**config.mk**
```make
export PLATFORM = sky130hd
export DESIGN_NAME = send_back_top
export DESIGN_NICKNAME = d
export VERILOG_FILES = /design/src/source/send_back_pkg.sv /design/src/source/send_back_cfg_if.sv /design/src/source/control_regs.sv /design/src/source/lane_select.sv /design/src/source/send_back_engine.sv /design/src/source/send_back_fifo.sv /design/src/source/send_back_top.sv
export VERILOG_INCLUDE_DIRS = /design/src /design/src/include
export SDC_FILE = /design/constraint.sdc
export NUM_CORES = 1
export LEC_CHECK = 0
export BUFFER_PORTS_ARGS = -buffer_cell sky130_fd_sc_hd__buf_2
export CORE_MARGIN = 2
export CORE_UTILIZATION = 45
export DETAILED_ROUTE_END_ITERATION = 10
export GPL_TIMING_DRIVEN = 1
export MAX_ROUTING_LAYER = met4
export PLACE_DENSITY = 0.67
export SYNTH_ARGS = -nofsm -noshare
export SYNTH_HDL_FRONTEND = slang
export SYNTH_SLANG_ARGS = --single-unit
```
**constraint.sdc**
```tcl
create_clock -name pcie_clk -period 8 [get_ports pcie_clk]
set_input_delay 0.8 -clock pcie_clk [delete_from_list [all_inputs] [get_ports pcie_clk]]
set_output_delay 0.8 -clock pcie_clk [all_outputs]
set_load 0.05 [all_outputs]
```
**src/include/send_back_cfg.svh**
```systemverilog
// send-back configuration: lane count, beat width and buffer sizing
`ifndef SEND_BACK_CFG_SVH
`define SEND_BACK_CFG_SVH

// engine lanes feeding the send-back path
`define ENGINE_NUM 8

// bits per lane beat, narrowed from the full 512-bit lane
`define LANE_W 64

// bytes carried by one beat on the DMA data stream
`define BEAT_BYTES (`LANE_W / 8)

// beat buffer entries, power of two
`define FIFO_DEPTH 16

// free entries still left when almost-full rises
`define AFULL_MARGIN 4

// DMA command field widths
`define ADDR_W 64
`define LEN_W 32

`endif

```
**src/source/send_back_pkg.sv**
```systemverilog
// send-back package: host register map and engine state encodings
package send_back_pkg;

    ////////////////////
    // host register index, one 32-bit word per entry
    ////////////////////
    typedef enum logic [8:0] {
        REG_ADDR_LO = 9'd24,  // model address, low word
        REG_ADDR_HI = 9'd25,  // model address, high word
        REG_LENGTH  = 9'd32,  // transfer length in bytes
        REG_CHANNEL = 9'd34,  // engine lane to send back
        REG_START   = 9'd35   // bit 0 kicks one transfer
    } reg_addr_e;

    ////////////////////
    // send-back engine FSM
    ////////////////////
    typedef enum logic [1:0] {
        IDLE = 2'd0,  // waiting for start
        CMD  = 2'd1,  // write command offered to DMA
        DATA = 2'd2   // streaming beats out
    } engine_state_e;

endpackage

```
**src/source/send_back_cfg_if.sv**
```systemverilog
// send-back settings bundle from the register block into the pipeline
`timescale 1ns/100ps

`include "send_back_cfg.svh"

interface send_back_cfg_if;

    // 64-bit destination of the result in host memory
    logic [`ADDR_W-1:0] addr_model;
    // bytes to send back
    logic [`LEN_W-1:0]  data_length;
    // full channel register, lane select uses the low bits
    logic [31:0]        channel_choice;
    // one-cycle kick, no handshake
    logic               start;

    // register block drives everything
    modport regs (
        output addr_model,
        output data_length,
        output channel_choice,
        output start
    );

    // lane mux only needs the channel
    modport lane (
        input channel_choice
    );

    // engine takes the transfer fields and the kick
    modport engine (
        input addr_model,
        input data_length,
        input start
    );

endinterface

```
**src/source/control_regs.sv**
```systemverilog
// host control registers: decode writes into send-back settings and a start pulse
`timescale 1ns/100ps

`include "send_back_cfg.svh"

module control_regs import send_back_pkg::*; (
    input  logic        pcie_clk,
    input  logic        hbm_rstn,
    input  logic        reg_wr_en,
    input  logic [8:0]  reg_addr,
    input  logic [31:0] reg_wr_data,
    send_back_cfg_if.regs cfg
);

    // two halves of the model address
    logic [31:0] addr_lo;
    logic [31:0] addr_hi;

    assign cfg.addr_model = {addr_hi, addr_lo};

    ////////////////////
    // register write decode
    ////////////////////
    always_ff @(posedge pcie_clk) begin
        if (!hbm_rstn) begin
            addr_lo            <= '0;
            addr_hi            <= '0;
            cfg.data_length    <= '0;
            cfg.channel_choice <= '0;
            cfg.start          <= 1'b0;
        end else begin
            // start drops back by default, so it is one cycle wide
            cfg.start <= 1'b0;
            if (reg_wr_en) begin
                case (reg_addr_e'(reg_addr))
                    REG_ADDR_LO: addr_lo <= reg_wr_data;
                    REG_ADDR_HI: addr_hi <= reg_wr_data;
                    REG_LENGTH:  cfg.data_length <= reg_wr_data;
                    REG_CHANNEL: cfg.channel_choice <= reg_wr_data;
                    // only bit 0 means anything here
                    REG_START:   cfg.start <= reg_wr_data[0];
                    default: ;
                endcase
            end
        end
    end

    ////////////////////
    // checks
    ////////////////////
    // host must not fire back-to-back starts, the engine sees a pulse per transfer
    a_start_pulse: assert property (
        @(posedge pcie_clk) disable iff (!hbm_rstn)
        cfg.start |=> !cfg.start
    ) else $error("start held high for two cycles");

endmodule

```
**src/source/lane_select.sv**
```systemverilog
// engine lane select: registered mux of one lane's beats by channel choice
`timescale 1ns/100ps

`include "send_back_cfg.svh"

module lane_select (
    input  logic                                 pcie_clk,
    input  logic                                 hbm_rstn,
    input  logic [`ENGINE_NUM-1:0][`LANE_W-1:0]  lane_data,
    input  logic [`ENGINE_NUM-1:0]               lane_wr_en,
    send_back_cfg_if.lane                        cfg,
    output logic [`LANE_W-1:0]                   sel_data,
    output logic                                 sel_valid
);

    // lane index bits taken from the channel register
    localparam int SEL_W = $clog2(`ENGINE_NUM);

    logic [SEL_W-1:0] channel_r;

    // channel is quasi-static, one register stage is enough
    always_ff @(posedge pcie_clk) begin
        if (!hbm_rstn) begin
            channel_r <= '0;
            sel_valid <= 1'b0;
        end else begin
            channel_r <= cfg.channel_choice[SEL_W-1:0];
            // strobe of the picked lane only
            sel_valid <= lane_wr_en[channel_r];
        end
    end

    // payload follows the strobe, no reset
    always_ff @(posedge pcie_clk) begin
        sel_data <= lane_data[channel_r];
    end

endmodule

```
**src/source/send_back_engine.sv**
```systemverilog
// send-back engine: issues the DMA write command, then frames buffered beats
`timescale 1ns/100ps

`include "send_back_cfg.svh"

module send_back_engine import send_back_pkg::*; (
    input  logic               pcie_clk,
    input  logic               hbm_rstn,
    send_back_cfg_if.engine    cfg,
    // lane strobe, counted for the acceptance window
    input  logic               sel_valid,
    input  logic [`LANE_W-1:0] buf_data,
    input  logic               buf_valid,
    output logic               buf_pop,
    output logic               accept_en,
    output logic               dma_cmd_valid,
    input  logic               dma_cmd_ready,
    output logic [`ADDR_W-1:0] dma_cmd_address,
    output logic [`LEN_W-1:0]  dma_cmd_length,
    output logic               dma_data_valid,
    input  logic               dma_data_ready,
    output logic [`LANE_W-1:0] dma_data,
    output logic               dma_data_last
);

    // bytes to beats is a plain shift
    localparam int BEAT_SHIFT = $clog2(`BEAT_BYTES);

    engine_state_e      state;
    logic [`ADDR_W-1:0] addr_r;
    logic [`LEN_W-1:0]  len_r;
    logic [`LEN_W-1:0]  beat_total;
    logic [`LEN_W-1:0]  beats_calc;
    // beats let into the buffer this transfer
    logic [`LEN_W-1:0]  acc_cnt;
    // beats handed to DMA this transfer
    logic [`LEN_W-1:0]  sent_cnt;

    assign beats_calc = cfg.data_length >> BEAT_SHIFT;

    ////////////////////
    // DMA side
    ////////////////////
    assign dma_cmd_valid   = (state == CMD);
    assign dma_cmd_address = addr_r;
    assign dma_cmd_length  = len_r;

    assign dma_data_valid = (state == DATA) && buf_valid;
    assign dma_data       = buf_data;
    // final beat of the transfer
    assign dma_data_last  = dma_data_valid && (sent_cnt == beat_total - 1'b1);
    assign buf_pop        = dma_data_valid && dma_data_ready;

    // buffer takes beats only while busy and short of the total
    assign accept_en = (state != IDLE) && (acc_cnt < beat_total);

    ////////////////////
    // FSM and counters
    ////////////////////
    always_ff @(posedge pcie_clk) begin
        if (!hbm_rstn) begin
            state    <= IDLE;
            acc_cnt  <= '0;
            sent_cnt <= '0;
        end else begin
            case (state)
                IDLE: begin
                    if (cfg.start) begin
                        state    <= CMD;
                        acc_cnt  <= '0;
                        sent_cnt <= '0;
                    end
                end
                CMD: begin
                    if (dma_cmd_valid && dma_cmd_ready) begin
                        state <= DATA;
                    end
                end
                DATA: begin
                    if (buf_pop && dma_data_last) begin
                        state <= IDLE;
                    end
                end
                default: state <= IDLE;
            endcase
            // lane beats may arrive already while the command waits
            if (sel_valid && accept_en) begin
                acc_cnt <= acc_cnt + 1'b1;
            end
            if (buf_pop) begin
                sent_cnt <= sent_cnt + 1'b1;
            end
        end
    end

    // transfer fields, latched once per start
    always_ff @(posedge pcie_clk) begin
        if (state == IDLE && cfg.start) begin
            addr_r     <= cfg.addr_model;
            len_r      <= cfg.data_length;
            // short lengths still send one beat
            beat_total <= (beats_calc == '0) ? `LEN_W'(1) : beats_calc;
        end
    end

    ////////////////////
    // checks
    ////////////////////
    a_cmd_stable: assert property (
        @(posedge pcie_clk) disable iff (!hbm_rstn)
        (dma_cmd_valid && !dma_cmd_ready) |=>
            (dma_cmd_valid && $stable(dma_cmd_address) && $stable(dma_cmd_length))
    ) else $error("write command dropped or changed before ready");

    // last, once offered, goes away only through a handshake
    a_last_handshake: assert property (
        @(posedge pcie_clk) disable iff (!hbm_rstn)
        (dma_data_last && !dma_data_ready) |=> dma_data_last
    ) else $error("last beat withdrawn before ready");

endmodule

```
**src/source/send_back_fifo.sv**
```systemverilog
// send-back beat buffer: circular store with registered almost-full toward engines
`timescale 1ns/100ps

`include "send_back_cfg.svh"

module send_back_fifo (
    input  logic               pcie_clk,
    input  logic               hbm_rstn,
    input  logic [`LANE_W-1:0] sel_data,
    input  logic               sel_valid,
    input  logic               accept_en,
    output logic [`LANE_W-1:0] buf_data,
    output logic               buf_valid,
    input  logic               buf_pop,
    output logic               almost_full
);

    localparam int PTR_W = $clog2(`FIFO_DEPTH);
    localparam int CNT_W = PTR_W + 1;
    // occupancy at which the engines are told to hold off
    localparam logic [CNT_W-1:0] AFULL_LEVEL = CNT_W'(`FIFO_DEPTH - `AFULL_MARGIN);
    localparam logic [CNT_W-1:0] FULL_LEVEL  = CNT_W'(`FIFO_DEPTH);

    logic [`LANE_W-1:0] mem [`FIFO_DEPTH];
    logic [PTR_W-1:0]   wr_ptr;
    logic [PTR_W-1:0]   rd_ptr;
    logic [CNT_W-1:0]   count;
    logic [CNT_W-1:0]   count_next;
    logic               wr_en;

    // beats outside the transfer window are dropped here
    assign wr_en     = sel_valid && accept_en;
    assign buf_valid = (count != '0);
    // head of queue, visible the cycle after its write
    assign buf_data  = mem[rd_ptr];

    always_comb begin
        count_next = count;
        if (wr_en && !buf_pop) begin
            count_next = count + 1'b1;
        end else if (!wr_en && buf_pop) begin
            count_next = count - 1'b1;
        end
    end

    ////////////////////
    // pointers and flags
    ////////////////////
    always_ff @(posedge pcie_clk) begin
        if (!hbm_rstn) begin
            wr_ptr      <= '0;
            rd_ptr      <= '0;
            count       <= '0;
            almost_full <= 1'b0;
        end else begin
            // pointers wrap naturally, depth is a power of two
            if (wr_en) begin
                wr_ptr <= wr_ptr + 1'b1;
            end
            if (buf_pop) begin
                rd_ptr <= rd_ptr + 1'b1;
            end
            count       <= count_next;
            almost_full <= (count_next >= AFULL_LEVEL);
        end
    end

    // storage
    always_ff @(posedge pcie_clk) begin
        if (wr_en) begin
            mem[wr_ptr] <= sel_data;
        end
    end

    ////////////////////
    // checks
    ////////////////////
    // engines must honour almost_full, margin covers the mux latency
    a_no_overflow: assert property (
        @(posedge pcie_clk) disable iff (!hbm_rstn)
        wr_en |-> (count != FULL_LEVEL)
    ) else $error("beat written into full buffer");

    a_no_underflow: assert property (
        @(posedge pcie_clk) disable iff (!hbm_rstn)
        buf_pop |-> buf_valid
    ) else $error("pop from empty buffer");

endmodule

```
**src/source/send_back_top.sv**
```systemverilog
// send-back top: register decode, lane select, beat buffer and DMA engine
`timescale 1ns/100ps

`include "send_back_cfg.svh"

module send_back_top (
    input  logic                                 pcie_clk,
    input  logic                                 hbm_rstn,
    // host register writes
    input  logic                                 reg_wr_en,
    input  logic [8:0]                           reg_addr,
    input  logic [31:0]                          reg_wr_data,
    // engine lanes
    input  logic [`ENGINE_NUM-1:0][`LANE_W-1:0]  lane_data,
    input  logic [`ENGINE_NUM-1:0]               lane_wr_en,
    output logic                                 almost_full,
    // DMA write command
    output logic                                 dma_cmd_valid,
    input  logic                                 dma_cmd_ready,
    output logic [`ADDR_W-1:0]                   dma_cmd_address,
    output logic [`LEN_W-1:0]                    dma_cmd_length,
    // DMA write data
    output logic                                 dma_data_valid,
    input  logic                                 dma_data_ready,
    output logic [`LANE_W-1:0]                   dma_data,
    output logic                                 dma_data_last
);

    send_back_cfg_if cfg_if ();

    logic [`LANE_W-1:0] sel_data;
    logic               sel_valid;
    logic               accept_en;
    logic [`LANE_W-1:0] buf_data;
    logic               buf_valid;
    logic               buf_pop;

    control_regs u_control_regs (
        .pcie_clk    (pcie_clk),
        .hbm_rstn    (hbm_rstn),
        .reg_wr_en   (reg_wr_en),
        .reg_addr    (reg_addr),
        .reg_wr_data (reg_wr_data),
        .cfg         (cfg_if.regs)
    );

    lane_select u_lane_select (
        .pcie_clk   (pcie_clk),
        .hbm_rstn   (hbm_rstn),
        .lane_data  (lane_data),
        .lane_wr_en (lane_wr_en),
        .cfg        (cfg_if.lane),
        .sel_data   (sel_data),
        .sel_valid  (sel_valid)
    );

    send_back_fifo u_send_back_fifo (
        .pcie_clk    (pcie_clk),
        .hbm_rstn    (hbm_rstn),
        .sel_data    (sel_data),
        .sel_valid   (sel_valid),
        .accept_en   (accept_en),
        .buf_data    (buf_data),
        .buf_valid   (buf_valid),
        .buf_pop     (buf_pop),
        .almost_full (almost_full)
    );

    send_back_engine u_send_back_engine (
        .pcie_clk        (pcie_clk),
        .hbm_rstn        (hbm_rstn),
        .cfg             (cfg_if.engine),
        .sel_valid       (sel_valid),
        .buf_data        (buf_data),
        .buf_valid       (buf_valid),
        .buf_pop         (buf_pop),
        .accept_en       (accept_en),
        .dma_cmd_valid   (dma_cmd_valid),
        .dma_cmd_ready   (dma_cmd_ready),
        .dma_cmd_address (dma_cmd_address),
        .dma_cmd_length  (dma_cmd_length),
        .dma_data_valid  (dma_data_valid),
        .dma_data_ready  (dma_data_ready),
        .dma_data        (dma_data),
        .dma_data_last   (dma_data_last)
    );

endmodule

```
==> Word level (Yosys, flattened, before mapping) <==
Memories as Yosys holds them, arrays and structs flattened. A register that Yosys moved wholly into a read port is not among the register bits.
Cells that the tools add are included.
Widths: inputs -> output; s select.
{ "totals": {"ram_bits": 1024, "inputBits": 566, "mem_count": 1, "regBits": 376, "output_inout_bits": 164, "word_cells": 87} }
{ "memory_table": {"columns": ["memory", "words", "width", "rd", "rd_clocked_by_memory_dff", "wr", "line_no", "text"], "rows": [
  ["u_send_back_fifo.mem", 16, 64, 1, 1, 1, "send_back_fifo.sv:24", "logic [`LANE_W-1:0] mem [`FIFO_DEPTH];"]
]} }
{ "classes": {"n_eq_ne": 11, "n_mux": 18, "magnitude_cmp": 3, "addsub": 7, "reduce_logical": 28} }
{ "op_table": {"columns": ["operator", "n"], "rows": [
  ["$bmux 64 s3", 1],
  ["$mux 32", 4],
  ["$add 32x1->32 const B", 2],
  ["$mux 64", 1],
  ["$eq 32x32->1", 1],
  ["$logic_not 32->1", 1],
  ["$lt 32x32->1", 1],
  ["$sub 32x1->32 const B", 1],
  ["$eq 9x6->1 const B", 3],
  ["$eq 9x5->1 const B", 2],
  ["$reduce_and 2->1", 6],
  ["$logic_and 1x1->1", 10],
  ["$mux 5", 2],
  ["$reduce_bool 2->1", 5],
  ["$add 4x1->4 const B", 2],
  ["$mux 4", 2],
  ["$mux 2", 3],
  ["$ne 2x2->1 const B", 3],
  ["$pmux 2 s3", 1],
  ["$reduce_and 3->1", 2],
  ["$add 5x1->5 const B", 1],
  ["$ge 5x4->1 const B", 1],
  ["$reduce_bool 5->1", 1],
  ["$sub 5x1->5 const B", 1],
  ["other kinds (7)", 10]
]} }

==> Depth between registers and ports, before layout <==
Gate-level depths: netlist of the first run.
{ "depth": {"word_depth": 8, "depth_mapped": 12, "depth_no_buf": 10} }

==> Modules after synthesis <==
Synthesis of the first run repeated with hierarchy kept, for this count alone.
{ "hier_totals": {"cells_unflattened": 3344, "hier_area_um2": 58931.5} }
{ "modules_own_cells": {"columns": ["module", "instances", "cells_per_inst", "area_each_um2"], "rows": [
  ["send_back_fifo", 1, 1666, 39163.8],
  ["send_back_engine", 1, 913, 9691.8],
  ["lane_select", 1, 306, 5267.6],
  ["control_regs", 1, 459, 4808.4]
]} }

==> Worst setup path before layout of the first run <==
No wires, ideal clock.
{ "synth_path": {"kind": "reg2reg", "from": "reg u_send_back_engine.beat_total[12]", "to": "mem u_send_back_fifo.mem[0][0] (netlist name) (enable)", "setup_ns": 0.565, "arrival_time_ns": 6.789, "period_less_slack_ns": 7.353, "path_buffers": 3, "stages_incl_launch_ff": 13, "setup_slack_ns": 0.647, "path_cell_list": "edfxtp_1 > inv_1 > ha_1 > nand4_1 > nor3_1 > and2_1 > o41a_1 > nor3_1 > buf_2 > buf_2 > buf_2 > nand2_1 > nor3_1"} }
{ "synth_between": {"elab_chain_len": 5} }
{ "synth_lines": {"columns": ["element", "line_no", "text"], "rows": [
  ["from (decl)", "send_back_engine.sv:32", "logic [`LEN_W-1:0] beat_total;"],
  ["from (signal assigned)", "send_back_engine.sv:102", "beat_total <= (beats_calc == '0) ? `LEN_W'(1) : beats_calc;"],
  ["$lt 32x32->1", "send_back_engine.sv:55", "assign accept_en = (state != IDLE) && (acc_cnt < beat_total);"],
  ["$logic_and 1x1->1", "send_back_engine.sv:55", null],
  ["$logic_and 1x1->1", "send_back_fifo.sv:32", "assign wr_en = sel_valid && accept_en;"],
  ["$mux 1", "send_back_fifo.sv:70", "if (wr_en) begin"],
  ["$mux 1 (implied by the code)", "send_back_fifo.sv:71", "mem[wr_ptr] <= sel_data;"],
  ["to (decl)", "send_back_fifo.sv:24", null]
]} }
Every way passes these cells.

==> Worst setup path after layout of the first run <==
{ "layout_path": {"from": "reg u_send_back_engine.beat_total[0]", "to": "out dma_data_last"} }
{ "layout_between": {"elab_chain_len": 3} }
{ "layout_lines": {"columns": ["element", "line_no", "text"], "rows": [
  ["$sub 32x1->32", "send_back_engine.sv:51", "assign dma_data_last = dma_data_valid && (sent_cnt == beat_total - 1'b1);"],
  ["$eq 32x32->1", "send_back_engine.sv:51", null],
  ["$logic_and 1x1->1", "send_back_engine.sv:51", null],
  ["to (decl)", "send_back_top.sv:26", "output logic dma_data_last"]
]} }
Every way passes these cells.

==> results of run 1 <==
cell type report:
cell class	instances	area share (%)
Timing Repair Buffer	776	6.025
Antenna cell	4	0.01492
Clock buffer	195	5.788
Tap cell	1650	3.078
Clock inverter	68	0.9625
Multi-Input combinational cell	1456	24.91
Inverter	40	0.2276
Sequential cell	1401	59.00
layout by cell type, fill, tap and decap left out, types with 44 or more instances in the layout:
master                      Yosys  layout
sky130_fd_sc_hd__buf_4          0      45
sky130_fd_sc_hd__buf_2          9     728
sky130_fd_sc_hd__clkbuf_16      0     142
sky130_fd_sc_hd__a21boi_0     118     118
sky130_fd_sc_hd__edfxtp_1    1149    1149
sky130_fd_sc_hd__nor2_1        70      58
sky130_fd_sc_hd__dfxtp_1      252     245
sky130_fd_sc_hd__nand3_1       44      44
sky130_fd_sc_hd__nand2_1      267     266
sky130_fd_sc_hd__mux2_2        64      64
sky130_fd_sc_hd__mux4_2       450     450
worst paths after layout:
check,from,endpoint,slack (ns),depth (start not counted)
min,reg_wr_data[14],u_control_regs.addr_lo[14],0.33,3
min reg2reg,u_control_regs.addr_lo[10],u_send_back_engine.dma_cmd_address[10],0.42,0
max,u_send_back_engine.beat_total[0],dma_data_last,3.07,10
max reg2reg,u_send_back_engine.beat_total[12],u_send_back_fifo.mem[8][9],3.42,11
registers in the layout, indices dropped and copies added (netlist names), 29 cells and up, named ones only:
name / flops
u_send_back_engine.sent_cnt: 32
u_control_regs.cfg.data_length: 32
u_control_regs.addr_lo: 32
u_send_back_engine.beat_total: 29
u_lane_select.sel_data: 64
u_send_back_engine.dma_cmd_length: 32
u_control_regs.addr_hi: 32
u_send_back_engine.acc_cnt: 32
u_send_back_fifo.mem: 1024
u_send_back_engine.dma_cmd_address: 64
metrics by stage:
step                      instance area, um^2  hold slack (ns)  cells  util [%]
after floorplan                         57020           0.4081   3095         -
after global placement                  62540           0.4111   5323     49.74
after detailed placement                62540           0.4132   5323     49.74
after CTS                               67070           0.2790   5586     53.34
after global routing                    67070           0.3142   5589     53.35
final                                   67080           0.3262   5590     53.35
where the power goes:
part | total [uW] | switching [uW] | internal (uW)
clock network | 6390 | 2780 | 3600
registers | 7960 | 76.5 | 7880
logic | 277 | 112 | 165
per-layer routing:
metal / track usage [%] / vias to the layer above
li1: - / 13900
met1: 30.40 / 16590
met2: 37.22 / 1299
met3: 4.374 / 206
met4: 6.846 / 0
met5: - / -
cell families (layout without fill, tap and decap cells):
family	Yosys count	count (layout)
buffers and inverters	238	1079
flip-flops	1401	1401
XOR/XNOR	57	57
multiplexers	526	526
AND/OR/NAND/NOR	586	586
adder cells (fa/ha/maj)	39	39
AO/OA/AOI/OAI	248	248
other	0	4
worst register-to-register path: cells and delay by family (launching register included):
| family | cells | cell delay (ns) |
|---|---|---|
| and+or+nand+nor | 6 | 1.83 |
| buffers and inverters | 3 | 1.21 |
| DFF | 1 | 0.48 |
| AOI/OAI and AO/OA | 1 | 0.41 |
| adders and majority gates | 1 | 0.24 |
==> out/qor.txt, run 1 <==
STA
------------------------------------------------------------------------------------
Tmin final                                                                  4.926 ns
Fin. max-slew vios                                                                 0
Max_slew headroom                                                             17.78%
Sum of negative setup slack                                                     0 ns
RSZ-0062 raised after global routing                                              no
Min setup slack post-route                                                  3.074 ns
Final setup violating endpoints                                                    0
Clock Skew                                                                0.03964 ns
Final worst-path cycle share                                                  61.58%
Fmax                                                                       203.0 MHz
Transition time at the pin with the least slew margin                       1.230 ns
Hold violation total from the final report                                         0

DRT
------------------------------------------------------------------------------------
Met1 Wirelength                                                             60640 um
Top routing layer in use                                                        met4
Via count of the routed design                                                31.99k
Via-per-instance ratio                                                         5.722
Met2 wire length                                                            72860 um
WL per Instance                                                             26.34 um
Number of iterations in the first detailed-routing pass                            7
Number of DRC violations after detailed routing                                    0
Count of antenna-violating nets left after detailed routing                        0
Overall routed net length                                                  147200 um
Met3 wire len                                                                9936 um
DRC violation total after the first TritonRoute iteration                       2690

GRT
------------------------------------------------------------------------------------
Remaining global-route overflow                                                    0
All-Layer GR Usage                                                            23.22%
Wire length of the first global-routing pass                               216200 um
Number of antenna violations at the first check in global routing                 11
Via count of the first global-routing pass                                    32.69k
Pin count of the biggest net entering global routing                             134

SETUP PATH
------------------------------------------------------------------------------------
Crit path buffers/inverters                                                        2
Data arrival time of the critical path                                       4.13 ns
Sort of element at the start of the critical path                               flop
Worst EP required                                                            7.20 ns
Maximum single-stage delay on the critical path                              0.58 ns
Critical path endpoint category                                          output port
Largest fanout on the critical path                                                9
Top Family by Delay on Critical Path                                    simple AND/OR/NAND/NOR gates
Critical-path top delay cell                                            sky130_fd_sc_hd__nor2b_1
Type of the worst setup path                                            flop to output port
CP cell instances                                                       inv_1 > ha_1 > nor2b_1 > nand2_1 > nor3_4 > nor2_1 > or4_1 > a32oi_1 > and3_1 > buf_2

CLOCK NETWORK
------------------------------------------------------------------------------------
Clock slew seen by the registers of the worst setup and hold paths           0.06 ns
Clock sink count                                                                1401
Worst skew pair latency                                                      0.76 ns
# hold bufs at CTS                                                                 0
Maximum buffer depth of the clock tree                                             3
H-tree level count                                                                 4
Clock tree from TritonCTS                                                        yes
Setup Buffers After CTS                                                            0
Resized Gates After CTS                                                            0
Cts bufs inserted                                                                142
Root cell of the clock tree                                             sky130_fd_sc_hd__clkbuf_16

CELLS AND AREA
------------------------------------------------------------------------------------
Final layout net count                                                          4421
Layout cells sized above 1                                                    39.02%
Synthesis-to-finish area growth                                               17.63%
Multi-input gate area in the final layout                                 16710 um^2
Filler instances                                                                9919
Sequential cell area                                                      39570 um^2

SYNTHESIS
------------------------------------------------------------------------------------
Synthesized-area fraction occupied by ao, oa, aoi and oai cells               3.043%
Number of unique standard cell types used by synthesis                            67
Multiplexer fraction of the synthesized cell area                             19.25%
Top cell type's share of synthesized area                                     60.51%
Number of enable flip-flop cells after synthesis                                1149
Dominant combinational cell family by area after synthesis              multiplexers
Post-Synth Adder-Cell Area                                                   0.8513%
Net count after synthesis                                                       3699
Synth Area in XOR/XNOR                                                       0.8755%
Gate count of the mapped netlist                                                3095
Cell area after synthesis                                                 57020 um^2
Primary flip-flop cell chosen by synthesis mapping                      sky130_fd_sc_hd__edfxtp_1
Synth warn                                                                         0
Portion of the post-synthesis area used by sequential elements                69.35%
Leading cell types by count after synthesis                             1149 x sky130_fd_sc_hd__edfxtp_1, 450 x sky130_fd_sc_hd__mux4_2, 267 x sky130_fd_sc_hd__nand2_1
Library cell occupying the most area in the post-synthesis netlist      sky130_fd_sc_hd__edfxtp_1
Proportion of synthesized flip-flops having asynchronous set or reset             0%
Number of synthesized register bits                                             1401
Synthesized area per cell                                                 18.42 um^2
Dominant cell by count in the synthesized netlist                       sky130_fd_sc_hd__edfxtp_1
Simple-gate portion of the synthesized area                                   5.042%
Cell types with the largest area share after synthesis                  sky130_fd_sc_hd__edfxtp_1 61%, sky130_fd_sc_hd__mux4_2 18%, sky130_fd_sc_hd__dfxtp_1 8.8%, sky130_fd_sc_hd__nand2_1 1.8%, sky130_fd_sc_hd__a21boi_0 1.6%

DIE
------------------------------------------------------------------------------------
Die height                                                                  360.0 um
Starting density of the core                                                  45.35%
Floorplan Core Area                                                      125700 um^2
Row count                                                                        130
Die area                                                                 129600 um^2
# IOs                                                                            730
Floorplan die width                                                         360.0 um

POWER
------------------------------------------------------------------------------------
Peak supply drop                                                           0.2329 mV
Static power due to leakage                                               0.02194 uW
Overall Power                                                               14620 uW
Power density over cell area                                            218.0 nW/um^2

STATUS
------------------------------------------------------------------------------------
Status                                                                     completed

JOB
------------------------------------------------------------------------------------
Number of maximum-capacitance constraint violations                                0

WORST HOLD PATH
------------------------------------------------------------------------------------
Class of the most critical hold timing path                             input pin to flop

PLACEMENT
------------------------------------------------------------------------------------
Global placement routability congestion                                       0.9473
HPWL Detailed                                                               95510 um
Worst setup timing slack at the placement stage                             3.343 ns
PortBufs                                                                         729

No activity file was read; power rests on OpenSTA's default activity.
==> run 2, diff against run 1 <==
==> constraint.sdc (replaced) <==
create_clock -name pcie_clk -period 5 [get_ports pcie_clk]
set_input_delay 0.5 -clock pcie_clk [delete_from_list [all_inputs] [get_ports pcie_clk]]
set_output_delay 0.5 -clock pcie_clk [all_outputs]
set_load 0.05 [all_outputs]
==> run 2 against run 1 <==
Global-route usage fell by 0.22 points. Design area grew 0.85%. First-iteration DRC count is 4.3% lower. Largest cell class unchanged. Largest power group unchanged.
==> out/qor.txt, run 2 (same netlist as run 1, synthesis figures left out) <==
STATUS
---------------------------------------------------------------------------------
Status                                                                  completed

GRT
---------------------------------------------------------------------------------
Global-route layer with the greatest usage                                   met2
Wire length of the first global-routing pass                            214500 um
Remaining global-route overflow                                                 0
Fraction of met1 tracks used by global routing                             29.48%
M3 GR Usage                                                                5.615%
All-Layer GR Usage                                                         23.00%
Via count of the first global-routing pass                                 32.82k
Met2 demand-to-capacity share in global routing                            36.29%
Pin count of the biggest net entering global routing                           99
Number of antenna violations at the first check in global routing              12

SETUP PATH
---------------------------------------------------------------------------------
Sort of element at the start of the critical path                            flop
Reg2reg setup slack                                                       1.25 ns
Critical path endpoint category                                       output port
Depth of the most critical reg-to-reg path                                     10
Destination of the worst register-to-register timing path            u_send_back_fifo.mem[4][39]
Launch point of the worst reg-to-reg path                            u_send_back_engine.beat_total[12]
Data arrival time of the critical path                                    3.97 ns
Worst EP required                                                         4.50 ns
Largest fanout on the critical path                                             9
Type of the worst setup path                                         flop to output port

CELLS AND AREA
---------------------------------------------------------------------------------
Layout cells sized above 1                                                 39.75%
Largest reg by FF count                                              u_send_back_fifo.mem
Synthesis-to-finish area growth                                            18.63%
Final layout net count                                                       4443
Number of flip-flops under the largest register name                         1024
Commonest non-fill, non-tap cell in the layout                       sky130_fd_sc_hd__edfxtp_1
Number of standard cells in the final layout excluding fillers               5614
Top library cells by usage in the layout, fill and taps aside        1149 x sky130_fd_sc_hd__edfxtp_1, 728 x sky130_fd_sc_hd__buf_2, 450 x sky130_fd_sc_hd__mux4_2
Filler instances                                                             9809

POWER
---------------------------------------------------------------------------------
Power density over cell area                                         350.2 nW/um^2
Static power due to leakage                                            0.02218 uW
Clock power share                                                           44.4%
Part of the power in combinational logic                                     1.9%
Peak supply drop                                                        0.3230 mV
Proportion of power drawn by flip-flops and latches                         53.7%
Switch share                                                               19.94%
Net load switching power                                                  4724 uW
Cell internal power dissipation                                          18970 uW

STA
---------------------------------------------------------------------------------
Tmin final                                                               4.467 ns
Max_slew headroom                                                          32.03%
Final setup violating endpoints                                                 0
Transition time at the pin with the least slew margin                    1.005 ns
Minimum hold slack                                                     0.06663 ns
Fmax                                                                    223.8 MHz
Clock Skew                                                             0.02871 ns
Hold violation total from the final report                                      0
Final worst-path cycle share                                               89.35%
Fin. max-slew vios                                                              0
RSZ-0062 raised after global routing                                           no

DRT
---------------------------------------------------------------------------------
DRC violation total after the first TritonRoute iteration                    2574
Via-per-instance ratio                                                      5.685
WL per Instance                                                          25.93 um
Overall routed net length                                               145600 um
Count of antenna-violating nets left after detailed routing                     0
Number of iterations in the first detailed-routing pass                         5
Via count of the routed design                                             31.91k
Number of DRC violations after detailed routing                                 0

CLOCK NETWORK
---------------------------------------------------------------------------------
Cts bufs inserted                                                             143
Clock sink count                                                             1401
Root cell of the clock tree                                          sky130_fd_sc_hd__clkbuf_16
Worst skew pair latency                                                   0.75 ns
Clock slew seen by the registers of the worst setup and hold paths        0.06 ns
Maximum buffer depth of the clock tree                                          3
Clock tree from TritonCTS                                                     yes
H-tree level count                                                              4
Setup Buffers After CTS                                                         0

DIE
---------------------------------------------------------------------------------
Floorplan Core Area                                                   125700 um^2
# IOs                                                                         730
Die height                                                               360.0 um
Row count                                                                     130
Floorplan die width                                                      360.0 um
Starting density of the core                                               45.35%
Die area                                                              129600 um^2

PLACEMENT
---------------------------------------------------------------------------------
PortBufs                                                                      729
Placed Instances                                                             5342
Global placement routability congestion                                    0.8884
HPWL Detailed                                                            94840 um

JOB
---------------------------------------------------------------------------------
Number of maximum-capacitance constraint violations                             0

WORST HOLD PATH
---------------------------------------------------------------------------------
Worst Hold Path Cells                                                           3
Endpoint of the worst hold-timing path                               u_control_regs.addr_lo[21]
Worst Min Path Start                                                 reg_wr_data[21]
Class of the most critical hold timing path                          input pin to flop

## run 2: power groups by stage
stage               Sequential [uW]  Combinational, uW  Clock [uW]
CTS                           12700                451       10700
global route                  12700                475       11200
finish                        12700                448       10500
floorplan                     12900                139           0
detailed placement            13000                447           0
global placement              13000                446           0
## run 2: layout make-up
class / count / area, um^2 / area share [%]
sequential: 1401 / 39570 / 58.50
multi-input combinational: 1456 / 16730 / 24.73
timing repair buffer: 797 / 4429 / 6.548
clock buffer: 199 / 4031 / 5.959
tap: 1650 / 2064 / 3.052
clock inverter: 64 / 648.1 / 0.9581
inverter: 40 / 152.6 / 0.2256
antenna: 7 / 17.52 / 0.02589
## run 2: worst max path at each step
| stage | startpoint | end | slack [ns] | depth (start not counted) |
|---|---|---|---|---|
| after floorplan | u_send_back_engine.beat_total[12] | u_send_back_fifo.mem[12][0] | -0.64 | 12 |
| after global placement | u_send_back_engine.beat_total[28] | u_send_back_fifo.mem[4][37] | 1.33 | 9 |
| after detailed placement | u_send_back_engine.beat_total[12] | u_send_back_fifo.mem[4][41] | 1.24 | 10 |
| after CTS | u_send_back_engine.beat_total[0] | dma_data_last | 0.54 | 10 |
| after global routing | u_send_back_engine.beat_total[0] | dma_data_last | 0.24 | 10 |
| final | u_send_back_engine.beat_total[0] | dma_data_last | 0.53 | 10 |
## run 2: through the flow
| stage | TNS, ns | worst slack (ns) | instance area, um^2 | util [%] | power, uW |
|---|---|---|---|---|---|
| 2_1_floorplan | -449.63 | -0.6362 | 57050 | - | 13070 |
| 3_3_place_gp | 0 | 1.330 | 62930 | 50.05 | 13420 |
| 3_5_place_dp | 0 | 1.241 | 62930 | 50.05 | 13430 |
| 4_1_cts | 0 | 0.5382 | 67630 | 53.79 | 23910 |
| 5_1_grt | 0 | 0.2446 | 67640 | 53.80 | 24400 |
| 6_report | 0 | 0.5326 | 67650 | 53.80 | 23690 |
## run 2: per-layer routing
layer	wire [um]	share of wire, %
met1	59160	41
met2	71290	49
met3	10760	7.4
met4	4366	3.0
met5	0	0
## run 2: worst max-delay path, cell delays in order (launching register included)
cell	delay, ns
sky130_fd_sc_hd__edfxtp_1	0.44
sky130_fd_sc_hd__inv_1	0.10
sky130_fd_sc_hd__ha_1	0.24
sky130_fd_sc_hd__nor2b_1	0.54
sky130_fd_sc_hd__nand2_1	0.31
sky130_fd_sc_hd__nor3_4	0.27
sky130_fd_sc_hd__nor2_1	0.08
sky130_fd_sc_hd__or4_1	0.50
sky130_fd_sc_hd__a32oi_1	0.24
sky130_fd_sc_hd__and3_1	0.20
sky130_fd_sc_hd__buf_2	0.30
## run 2: repair_timing
action / CTS / global route
endpoints found under the hold margin: 3 / 0
gates resized for setup: 0 / 0
hold buffers: 2 / 0
